`src/common/id_pkg.sv`:
```
package id_pkg;

    // ----------------------------------------
    // basic widths
    // ----------------------------------------
    typedef logic [31:0] word_t;
    typedef logic [4:0]  reg_idx_t;
    typedef logic [6:0]  opcode_t;
    typedef logic [2:0]  funct3_t;

    // rv32i major opcodes.
    localparam opcode_t OPC_OP     = 7'b0110011;
    localparam opcode_t OPC_OP_IMM = 7'b0010011;
    localparam opcode_t OPC_LOAD   = 7'b0000011;
    localparam opcode_t OPC_STORE  = 7'b0100011;
    localparam opcode_t OPC_BRANCH = 7'b1100011;
    localparam opcode_t OPC_JAL    = 7'b1101111;
    localparam opcode_t OPC_JALR   = 7'b1100111;
    localparam opcode_t OPC_LUI    = 7'b0110111;
    localparam opcode_t OPC_AUIPC  = 7'b0010111;
    localparam opcode_t OPC_SYSTEM = 7'b1110011;

    // funct7 tells add from sub and srl from sra.
    localparam logic [6:0] F7_BASE = 7'h00;
    localparam logic [6:0] F7_ALT  = 7'h20;

    localparam word_t EBREAK_WORD = 32'h0010_0073;

    // ----------------------------------------
    // instruction and operation kinds
    // ----------------------------------------
    typedef enum logic [5:0] {
        OP_ADD, OP_SUB, OP_SLL, OP_SLT, OP_SLTU,
        OP_XOR, OP_SRL, OP_SRA, OP_OR, OP_AND,
        OP_ADDI, OP_SLTI, OP_SLTIU, OP_XORI, OP_ORI,
        OP_ANDI, OP_SLLI, OP_SRLI, OP_SRAI,
        OP_LB, OP_LH, OP_LW, OP_LBU, OP_LHU,
        OP_SB, OP_SH, OP_SW,
        OP_BEQ, OP_BNE, OP_BLT, OP_BGE, OP_BLTU, OP_BGEU,
        OP_JAL, OP_JALR, OP_LUI, OP_AUIPC, OP_EBREAK,
        OP_ILLEGAL
    } op_e;

    // N means the instruction carries no immediate.
    typedef enum logic [2:0] {
        FMT_R, FMT_I, FMT_S, FMT_B, FMT_U, FMT_J, FMT_N
    } fmt_e;

    typedef enum logic [3:0] {
        ALU_ADD    = 4'd0,
        ALU_SUB    = 4'd1,
        ALU_SLT    = 4'd2,
        ALU_SLTU   = 4'd3,
        ALU_AND    = 4'd4,
        ALU_OR     = 4'd5,
        ALU_XOR    = 4'd6,
        ALU_SLL    = 4'd7,
        ALU_SRL    = 4'd8,
        ALU_SRA    = 4'd9,
        ALU_PASS_B = 4'd10
    } alu_op_e;

    typedef enum logic [2:0] {
        BR_NONE, BR_EQ, BR_NE, BR_LT, BR_GE, BR_LTU, BR_GEU
    } br_op_e;

    typedef enum logic [1:0] {
        MEM_BYTE = 2'd0,
        MEM_HALF = 2'd1,
        MEM_WORD = 2'd2
    } mem_size_e;

    // ----------------------------------------
    // packets
    // ----------------------------------------
    typedef struct packed {
        word_t pc;
        word_t inst;
    } fetch_pkt_t;

    // control part of the decoded word.
    typedef struct packed {
        alu_op_e   alu_op;
        br_op_e    br_op;
        logic      src1_is_pc;
        logic      src2_is_imm;
        logic      is_jump;
        logic      gpr_we;
        logic      mem_read;
        logic      mem_write;
        mem_size_e mem_size;
        logic      load_unsigned;
        logic      ebreak;
        logic      illegal;
    } ctrl_t;

    typedef struct packed {
        word_t     pc;
        reg_idx_t  rd;
        reg_idx_t  rs1;
        reg_idx_t  rs2;
        word_t     imm;
        alu_op_e   alu_op;
        br_op_e    br_op;
        logic      src1_is_pc;
        logic      src2_is_imm;
        logic      is_jump;
        logic      gpr_we;
        logic      mem_read;
        logic      mem_write;
        mem_size_e mem_size;
        logic      load_unsigned;
        logic      ebreak;
        logic      illegal;
    } dec_pkt_t;

endpackage

```
`src/decoder/ctrl_gen.sv`:
```
`timescale 1ns/1ns

module ctrl_gen (
    input  id_pkg::op_e   op,
    output id_pkg::fmt_e  fmt,
    output id_pkg::ctrl_t ctrl
);

    always_comb begin
        fmt  = id_pkg::FMT_N;
        ctrl = '0;

        case (op)
            // ----------------------------------------
            // alu, register and immediate forms
            // ----------------------------------------
            id_pkg::OP_ADD, id_pkg::OP_SUB, id_pkg::OP_SLL, id_pkg::OP_SLT,
            id_pkg::OP_SLTU, id_pkg::OP_XOR, id_pkg::OP_SRL, id_pkg::OP_SRA,
            id_pkg::OP_OR, id_pkg::OP_AND: begin
                fmt = id_pkg::FMT_R;
            end

            id_pkg::OP_ADDI, id_pkg::OP_SLTI, id_pkg::OP_SLTIU, id_pkg::OP_XORI,
            id_pkg::OP_ORI, id_pkg::OP_ANDI, id_pkg::OP_SLLI, id_pkg::OP_SRLI,
            id_pkg::OP_SRAI: begin
                fmt = id_pkg::FMT_I;
            end

            // ----------------------------------------
            // memory access
            // ----------------------------------------
            id_pkg::OP_LB, id_pkg::OP_LH, id_pkg::OP_LW,
            id_pkg::OP_LBU, id_pkg::OP_LHU: begin
                fmt           = id_pkg::FMT_I;
                ctrl.alu_op   = id_pkg::ALU_ADD;
                ctrl.mem_read = 1'b1;
            end

            id_pkg::OP_SB, id_pkg::OP_SH, id_pkg::OP_SW: begin
                fmt            = id_pkg::FMT_S;
                ctrl.alu_op    = id_pkg::ALU_ADD;
                ctrl.mem_write = 1'b1;
            end

            // ----------------------------------------
            // control flow
            // ----------------------------------------
            id_pkg::OP_BEQ, id_pkg::OP_BNE, id_pkg::OP_BLT,
            id_pkg::OP_BGE, id_pkg::OP_BLTU, id_pkg::OP_BGEU: begin
                fmt             = id_pkg::FMT_B;
                ctrl.src1_is_pc = 1'b1;
                ctrl.is_jump    = 1'b1;
            end

            id_pkg::OP_JAL: begin
                fmt             = id_pkg::FMT_J;
                ctrl.alu_op     = id_pkg::ALU_ADD;
                ctrl.src1_is_pc = 1'b1;
                ctrl.is_jump    = 1'b1;
            end

            id_pkg::OP_JALR: begin
                fmt          = id_pkg::FMT_I;
                ctrl.alu_op  = id_pkg::ALU_ADD;
                ctrl.is_jump = 1'b1;
            end

            id_pkg::OP_LUI: begin
                fmt         = id_pkg::FMT_U;
                ctrl.alu_op = id_pkg::ALU_PASS_B;
            end

            id_pkg::OP_AUIPC: begin
                fmt             = id_pkg::FMT_U;
                ctrl.alu_op     = id_pkg::ALU_ADD;
                ctrl.src1_is_pc = 1'b1;
            end

            id_pkg::OP_EBREAK: ctrl.ebreak = 1'b1;

            default: ctrl.illegal = 1'b1;
        endcase

        // alu operation of the arithmetic and logic group.
        case (op)
            id_pkg::OP_SUB:                    ctrl.alu_op = id_pkg::ALU_SUB;
            id_pkg::OP_SLT, id_pkg::OP_SLTI:   ctrl.alu_op = id_pkg::ALU_SLT;
            id_pkg::OP_SLTU, id_pkg::OP_SLTIU: ctrl.alu_op = id_pkg::ALU_SLTU;
            id_pkg::OP_AND, id_pkg::OP_ANDI:   ctrl.alu_op = id_pkg::ALU_AND;
            id_pkg::OP_OR, id_pkg::OP_ORI:     ctrl.alu_op = id_pkg::ALU_OR;
            id_pkg::OP_XOR, id_pkg::OP_XORI:   ctrl.alu_op = id_pkg::ALU_XOR;
            id_pkg::OP_SLL, id_pkg::OP_SLLI:   ctrl.alu_op = id_pkg::ALU_SLL;
            id_pkg::OP_SRL, id_pkg::OP_SRLI:   ctrl.alu_op = id_pkg::ALU_SRL;
            id_pkg::OP_SRA, id_pkg::OP_SRAI:   ctrl.alu_op = id_pkg::ALU_SRA;
            default: ;
        endcase

        // branch condition and load width.
        case (op)
            id_pkg::OP_BEQ:  ctrl.br_op = id_pkg::BR_EQ;
            id_pkg::OP_BNE:  ctrl.br_op = id_pkg::BR_NE;
            id_pkg::OP_BLT:  ctrl.br_op = id_pkg::BR_LT;
            id_pkg::OP_BGE:  ctrl.br_op = id_pkg::BR_GE;
            id_pkg::OP_BLTU: ctrl.br_op = id_pkg::BR_LTU;
            id_pkg::OP_BGEU: ctrl.br_op = id_pkg::BR_GEU;
            id_pkg::OP_LH, id_pkg::OP_SH: ctrl.mem_size = id_pkg::MEM_HALF;
            id_pkg::OP_LW, id_pkg::OP_SW: ctrl.mem_size = id_pkg::MEM_WORD;
            id_pkg::OP_LBU: ctrl.load_unsigned = 1'b1;
            id_pkg::OP_LHU: begin
                ctrl.mem_size      = id_pkg::MEM_HALF;
                ctrl.load_unsigned = 1'b1;
            end
            default: ;
        endcase

        // operand select and writeback follow from the format.
        ctrl.src2_is_imm = (fmt != id_pkg::FMT_R) && (fmt != id_pkg::FMT_N);
        ctrl.gpr_we      = fmt inside {id_pkg::FMT_R, id_pkg::FMT_I,
                                       id_pkg::FMT_U, id_pkg::FMT_J};
    end

endmodule

```
`src/decoder/imm_gen.sv`:
```
`timescale 1ns/1ns

module imm_gen (
    input  id_pkg::word_t inst,
    input  id_pkg::fmt_e  fmt,
    output id_pkg::word_t imm
);

    logic sign;

    assign sign = inst[31];

    always_comb begin
        case (fmt)
            id_pkg::FMT_I: begin
                imm = {{20{sign}}, inst[31:20]};
            end
            // store offset is split around rd.
            id_pkg::FMT_S: begin
                imm = {{20{sign}}, inst[31:25], inst[11:7]};
            end
            id_pkg::FMT_B: begin
                imm = {{20{sign}}, inst[7], inst[30:25], inst[11:8], 1'b0};
            end
            id_pkg::FMT_U: begin
                imm = {inst[31:12], 12'b0};
            end
            id_pkg::FMT_J: begin
                imm = {{12{sign}}, inst[19:12], inst[20], inst[30:21], 1'b0};
            end
            // r and n formats carry no immediate.
            default: begin
                imm = '0;
            end
        endcase
    end

endmodule

```
`src/decoder/inst_decoder.sv`:
```
`timescale 1ns/1ns

module inst_decoder (
    input  id_pkg::word_t inst,
    output id_pkg::op_e   op
);

    id_pkg::opcode_t opcode;
    id_pkg::funct3_t funct3;
    logic [6:0]      funct7;

    assign opcode = inst[6:0];
    assign funct3 = inst[14:12];
    assign funct7 = inst[31:25];

    always_comb begin
        op = id_pkg::OP_ILLEGAL;
        case (opcode)
            // ----------------------------------------
            // register-register alu
            // ----------------------------------------
            id_pkg::OPC_OP: begin
                if (funct7 == id_pkg::F7_BASE) begin
                    case (funct3)
                        3'b000: op = id_pkg::OP_ADD;
                        3'b001: op = id_pkg::OP_SLL;
                        3'b010: op = id_pkg::OP_SLT;
                        3'b011: op = id_pkg::OP_SLTU;
                        3'b100: op = id_pkg::OP_XOR;
                        3'b101: op = id_pkg::OP_SRL;
                        3'b110: op = id_pkg::OP_OR;
                        3'b111: op = id_pkg::OP_AND;
                        default: op = id_pkg::OP_ILLEGAL;
                    endcase
                end else if (funct7 == id_pkg::F7_ALT) begin
                    // only sub and sra use the alternate funct7.
                    case (funct3)
                        3'b000: op = id_pkg::OP_SUB;
                        3'b101: op = id_pkg::OP_SRA;
                        default: op = id_pkg::OP_ILLEGAL;
                    endcase
                end
            end

            // ----------------------------------------
            // register-immediate alu
            // ----------------------------------------
            id_pkg::OPC_OP_IMM: begin
                case (funct3)
                    3'b000: op = id_pkg::OP_ADDI;
                    3'b010: op = id_pkg::OP_SLTI;
                    3'b011: op = id_pkg::OP_SLTIU;
                    3'b100: op = id_pkg::OP_XORI;
                    3'b110: op = id_pkg::OP_ORI;
                    3'b111: op = id_pkg::OP_ANDI;
                    3'b001: begin
                        if (funct7 == id_pkg::F7_BASE) begin
                            op = id_pkg::OP_SLLI;
                        end
                    end
                    3'b101: begin
                        if (funct7 == id_pkg::F7_BASE) begin
                            op = id_pkg::OP_SRLI;
                        end else if (funct7 == id_pkg::F7_ALT) begin
                            op = id_pkg::OP_SRAI;
                        end
                    end
                    default: op = id_pkg::OP_ILLEGAL;
                endcase
            end

            id_pkg::OPC_LOAD: begin
                case (funct3)
                    3'b000: op = id_pkg::OP_LB;
                    3'b001: op = id_pkg::OP_LH;
                    3'b010: op = id_pkg::OP_LW;
                    3'b100: op = id_pkg::OP_LBU;
                    3'b101: op = id_pkg::OP_LHU;
                    default: op = id_pkg::OP_ILLEGAL;
                endcase
            end

            id_pkg::OPC_STORE: begin
                case (funct3)
                    3'b000: op = id_pkg::OP_SB;
                    3'b001: op = id_pkg::OP_SH;
                    3'b010: op = id_pkg::OP_SW;
                    default: op = id_pkg::OP_ILLEGAL;
                endcase
            end

            id_pkg::OPC_BRANCH: begin
                case (funct3)
                    3'b000: op = id_pkg::OP_BEQ;
                    3'b001: op = id_pkg::OP_BNE;
                    3'b100: op = id_pkg::OP_BLT;
                    3'b101: op = id_pkg::OP_BGE;
                    3'b110: op = id_pkg::OP_BLTU;
                    3'b111: op = id_pkg::OP_BGEU;
                    default: op = id_pkg::OP_ILLEGAL;
                endcase
            end

            id_pkg::OPC_JAL:   op = id_pkg::OP_JAL;
            id_pkg::OPC_LUI:   op = id_pkg::OP_LUI;
            id_pkg::OPC_AUIPC: op = id_pkg::OP_AUIPC;

            id_pkg::OPC_JALR: begin
                if (funct3 == 3'b000) begin
                    op = id_pkg::OP_JALR;
                end
            end

            // ecall, mret and csr accesses fall through as illegal.
            id_pkg::OPC_SYSTEM: begin
                if (inst == id_pkg::EBREAK_WORD) begin
                    op = id_pkg::OP_EBREAK;
                end
            end

            default: op = id_pkg::OP_ILLEGAL;
        endcase
    end

endmodule

```
`src/rtl/id_stage.sv`:
```
`timescale 1ns/1ns

module id_stage (
    input  logic               clk,
    input  logic               rst,
    input  logic               in_valid,
    output logic               in_ready,
    input  id_pkg::fetch_pkt_t in_pkt,
    output logic               out_valid,
    input  logic               out_ready,
    output id_pkg::dec_pkt_t   out_pkt
);

    // first slot holds the fetched word.
    logic               a_valid;
    id_pkg::fetch_pkt_t a_pkt;

    logic               b_open;
    logic               a_adv;

    id_pkg::op_e        op;
    id_pkg::fmt_e       fmt;
    id_pkg::ctrl_t      ctrl;
    id_pkg::word_t      imm;
    id_pkg::dec_pkt_t   dec_next;

    // ----------------------------------------
    // handshake
    // ----------------------------------------
    // output slot can take a word when empty or being drained.
    assign b_open   = ~out_valid | out_ready;
    assign a_adv    = a_valid & b_open;
    assign in_ready = ~a_valid | b_open;

    always_ff @(posedge clk or posedge rst) begin
        if (rst) begin
            a_valid   <= 1'b0;
            out_valid <= 1'b0;
        end else begin
            if (in_ready) begin
                a_valid <= in_valid;
            end
            if (b_open) begin
                out_valid <= a_valid;
            end
        end
    end

    always_ff @(posedge clk) begin
        if (in_valid && in_ready) begin
            a_pkt <= in_pkt;
        end
        if (a_adv) begin
            out_pkt <= dec_next;
        end
    end

    // ----------------------------------------
    // decode
    // ----------------------------------------
    inst_decoder i_inst_decoder (
        .inst (a_pkt.inst),
        .op   (op)
    );

    ctrl_gen i_ctrl_gen (
        .op   (op),
        .fmt  (fmt),
        .ctrl (ctrl)
    );

    imm_gen i_imm_gen (
        .inst (a_pkt.inst),
        .fmt  (fmt),
        .imm  (imm)
    );

    always_comb begin
        dec_next.pc            = a_pkt.pc;
        dec_next.rd            = a_pkt.inst[11:7];
        dec_next.rs1           = a_pkt.inst[19:15];
        dec_next.rs2           = a_pkt.inst[24:20];
        dec_next.imm           = imm;
        dec_next.alu_op        = ctrl.alu_op;
        dec_next.br_op         = ctrl.br_op;
        dec_next.src1_is_pc    = ctrl.src1_is_pc;
        dec_next.src2_is_imm   = ctrl.src2_is_imm;
        dec_next.is_jump       = ctrl.is_jump;
        dec_next.gpr_we        = ctrl.gpr_we;
        dec_next.mem_read      = ctrl.mem_read;
        dec_next.mem_write     = ctrl.mem_write;
        dec_next.mem_size      = ctrl.mem_size;
        dec_next.load_unsigned = ctrl.load_unsigned;
        dec_next.ebreak        = ctrl.ebreak;
        dec_next.illegal       = ctrl.illegal;
    end

endmodule

```
`config.mk`:
```
export PLATFORM = sky130hd
export DESIGN_NAME = id_stage
export DESIGN_NICKNAME = d
export VERILOG_FILES = /design/src/common/id_pkg.sv /design/src/decoder/ctrl_gen.sv /design/src/decoder/imm_gen.sv /design/src/decoder/inst_decoder.sv /design/src/rtl/id_stage.sv
export SDC_FILE = /design/constraint.sdc
export NUM_CORES = 1
export LEC_CHECK = 0
export BUFFER_PORTS_ARGS = -buffer_cell sky130_fd_sc_hd__buf_2
export CAP_MARGIN = 40
export CORE_MARGIN = 1.5
export CORE_UTILIZATION = 25
export DETAILED_ROUTE_END_ITERATION = 6
export HOLD_SLACK_MARGIN = 0.05
export PLACE_DENSITY = 0.44
export SLEW_MARGIN = 40
export SYNTH_ARGS = -nofsm -noshare
export SYNTH_HDL_FRONTEND = slang
export SYNTH_SLANG_ARGS = --single-unit
```
`constraint.sdc`:
```
create_clock -name clk -period 4 [get_ports clk]
set_input_delay 0.2 -clock clk [delete_from_list [all_inputs] [get_ports clk]]
set_output_delay 0.2 -clock clk [all_outputs]
set_load 0.02 [all_outputs]
```
==> results.md <==
- Status: complete, no violations
- DR vias: 4961
- Port Buffer Count: 166
- Antenna fix cells: 0
- Worst Slack Setup Final: 351 ps
- TritonRoute pass-1 iters: 5
- Core box area: 27700 µm²
- Max clock buf depth: 2
- Detailed Route Iter0 Violations: 350
- Final WL: 19000 µm
- Top post-synthesis cells by area: edfxtp_1 (69%), nand2_1 (2.4%), o211ai_2 (2.0%)
- Die span in x: 171 µm
- Crit path max-delay family: compound AO/OA/AOI/OAI gates
- Crit. End Element: flip-flop
- Clk slew on worst S/H paths: 80 ps
- Area growth, synth to finish: 36.1%
- CTS H-tree lvls: 4
- Switching power: 1.13 mW
- Worst Hold End: out_valid
- Hold WS: 69.8 ps
- Netlist cell types: 74
- Tmin final: 3650 ps
- Maximum net fanout on the critical path: 14
- CP Launch Type: flip-flop
- EDFF count, synth: 161
- Final HPWL DP: 13600 µm
- Mapped Area: 7020 µm²
- Max VDD drop: 0.266 mV
- Hold WC Path Type: input port to flip-flop
- GRT Overall Usage: 12.9%
- Final global-route overflow total: 0
- Critical path data required time: 4150 ps
- Pre-CTS setup slack: 427 ps
- Share of the synthesized area in the top cell type: 68.9%
- Design area: 9550 µm²
- YS warnings: 0
- Number of global-route vias before repair: 4928
- Flop pwr share: 50.7%
- Power density over the cells: 442 nW/µm²
- Gate power share: 11.4%
- Yosys top cell by area: edfxtp_1
- Syn Inst Count: 480
- Period utilization: 91.2%
- Postcts setup bufs: 0
- CP Class: flip-flop to flip-flop
- Synth Flop Type: edfxtp_1
- Final Skew: 13.1 ps
- Post-synth ARST share: 1.20%
- Crit-path cells: or4_4 > nor3_1 > a31oi_1 > a311oi_1 > nor3_1 > o21ai_0 > a21o_1 > buf_4 > o211ai_2
- Switching Fraction: 26.7%
- Wire per inst: 17.1 µm
- Internal: 3.09 mW
- Worst R2R Setup Slack: 350 ps
- Crit path buffers/inverters: 1
- RSZ-0062 raised after global routing: no
- Num CTS Buffers: 17
- Io pins: 167
- Clock Sink Count: 167
- CTS tree: yes
- RePlAce Congestion: 0.819
- Net count after synthesis: 551
- Dpl cells: 1013
- Clk Latency, worst-skew pair: 420 ps
- Share of cells above drive strength 1: 33.9%
- Initial antenna violation count: 0
- Fin Setup TNS: 0 ps
- Core Rows: 61
- Die area: 29100 µm²
- First-pass GRT wire length: 27900 µm
- Commonest non-fill, non-tap cells in the layout: buf_2 (166), edfxtp_1 (161), dlygate4sd3_1 (66)
- Crit path DAT: 3800 ps
- Slew Limit Headroom: 52.5%
- Final ANT Viol Nets: 0
- Largest net degree at the start of global routing: 55
- Slowest cell delay on critical path: 610 ps
- FF-to-FF Start: a_pkt[2]
- Setup-failing EPs final: 0
- Slew Viols, Final: 0
- Total power draw: 4.22 mW
- Mapped Avg Cell Area: 14.6 µm²
- Root Buffer: clkbuf_16
- #FFs+latches synth: 167
- Finished Layout Cells: 1112
- Most common cell on crit path: nor3_1
- Hold depth: 3
- Max Freq: 274 MHz
- Pleak: 3.65 nW
- Worst-Margin Slew: 713 ps
- Cell Area, Placed: 8290 µm²
- Die Y-Extent: 171 µm
- Core Util, Final: 34.5%
- Vias per cell: 4.46
- Clock power share: 37.9%
- Initial Utilization: 25.3%
- DRC Markers: 0
- Hold Fails Final Rpt: 0
- Most common cell after layout, fill and taps aside: buf_2
- Max_cap viols: 0
- Critical path's slowest cell: or4_4
- Final nets: 792
- Worst reg-to-reg path cell count: 9
- Sequential area share after synthesis: 70.8%
- Reg-to-Reg End: out_pkt[40]
- Hold_sp: out_ready
[worst max path at each step]
stage	slack, ps	depth (start not counted)	from	endpoint
2_1_floorplan	710	2	out_valid	out_pkt[0]
3_3_place_gp	330	9	a_pkt[6]	out_pkt[46]
3_5_place_dp	430	9	a_pkt[3]	out_pkt[41]
4_1_cts	400	9	a_pkt[3]	out_pkt[41]
5_1_grt	210	9	a_pkt[6]	out_pkt[43]
6_report	350	9	a_pkt[2]	out_pkt[40]
[per-layer routing]
| metal | vias up | share of wire [%] | GRT usage (%) |
|---|---|---|---|
| met5 | - | 0 | 0 |
| met3 | 18 | 4.3 | 2.54 |
| met2 | 156 | 52 | 21.8 |
| met4 | 0 | 1.2 | 3.96 |
| li1 | 2352 | - | - |
| met1 | 2435 | 43 | 16.6 |
[repair_timing]
item,in CTS,in global routing
hold buffers,66,0
gates resized for setup,0,0
endpoints found under the setup margin,0,0
hold endpoints to repair,67,0
[worst reg2reg max path, cell delays in order, from the launching register on]
cell and delay, ps:
edfxtp_1 600, or4_4 610, nor3_1 400, a31oi_1 120, a311oi_1 500, nor3_1 120, o21ai_0 450, a21o_1 210
buf_4 230, o211ai_2 120
[state kept, by name, summed over array words and instances (netlist names), named ones only]
name / cells
a_pkt: 64
a_valid: 1
out_pkt: 97
out_valid: 1
[cell usage after synthesis, drive strengths merged, types with 2 or more instances]
library cell / n
a21boi: 7
a21o: 2
a21oi: 10
a22oi: 10
a31oi: 4
a32oi: 2
and2: 8
and3: 4
and4: 3
buf: 18
clkbuf: 8
dfrtp: 2
dfxtp: 4
edfxtp: 161
ha: 3
inv: 14
mux2i: 5
nand2: 44
nand2b: 11
nand3: 13
nand3b: 2
nand4: 8
nand4b: 2
nor2: 27
nor2b: 6
nor3: 10
nor4: 7
nor4b: 3
o211ai: 14
o21ai: 25
o22ai: 3
o311ai: 3
o31ai: 7
o32ai: 3
or3: 3
or4: 2
xnor2: 2
[logic make-up (layout without fill, tap and decap cells)]
kind of cell | count (synthesis) | in the layout | synth area share (%)
flops | 167 | 167 | 70.8
simple gates | 160 | 160 | 13.0
compound gates | 102 | 102 | 11.5
buf+inv | 40 | 294 | 3.16
mux | 6 | 6 | 0.874
fa+ha+maj | 3 | 3 | 0.535
xor+xnor | 2 | 2 | 0.250
[final cells by class]
class / count / area, µm²
multi-input combinational: 273 / 1830
fill: 2753 / 18200
tap: 378 / 473
sequential: 167 / 4960
clock buffer: 18 / 429
inverter: 14 / 52.6
clock inverter: 14 / 145
timing repair buffer: 248 / 1650
[power groups by stage]
stage          logic, mW  registers [mW]  clock network [mW]
2_1_floorplan      0.175            2.25                   0
4_1_cts            0.482            2.14                1.65
6_report           0.479            2.14                1.60
3_5_place_dp       0.428            2.18                   0
5_1_grt            0.516            2.15                1.72
3_3_place_gp       0.423            2.18                   0
(Power assumes the default switching activity.)
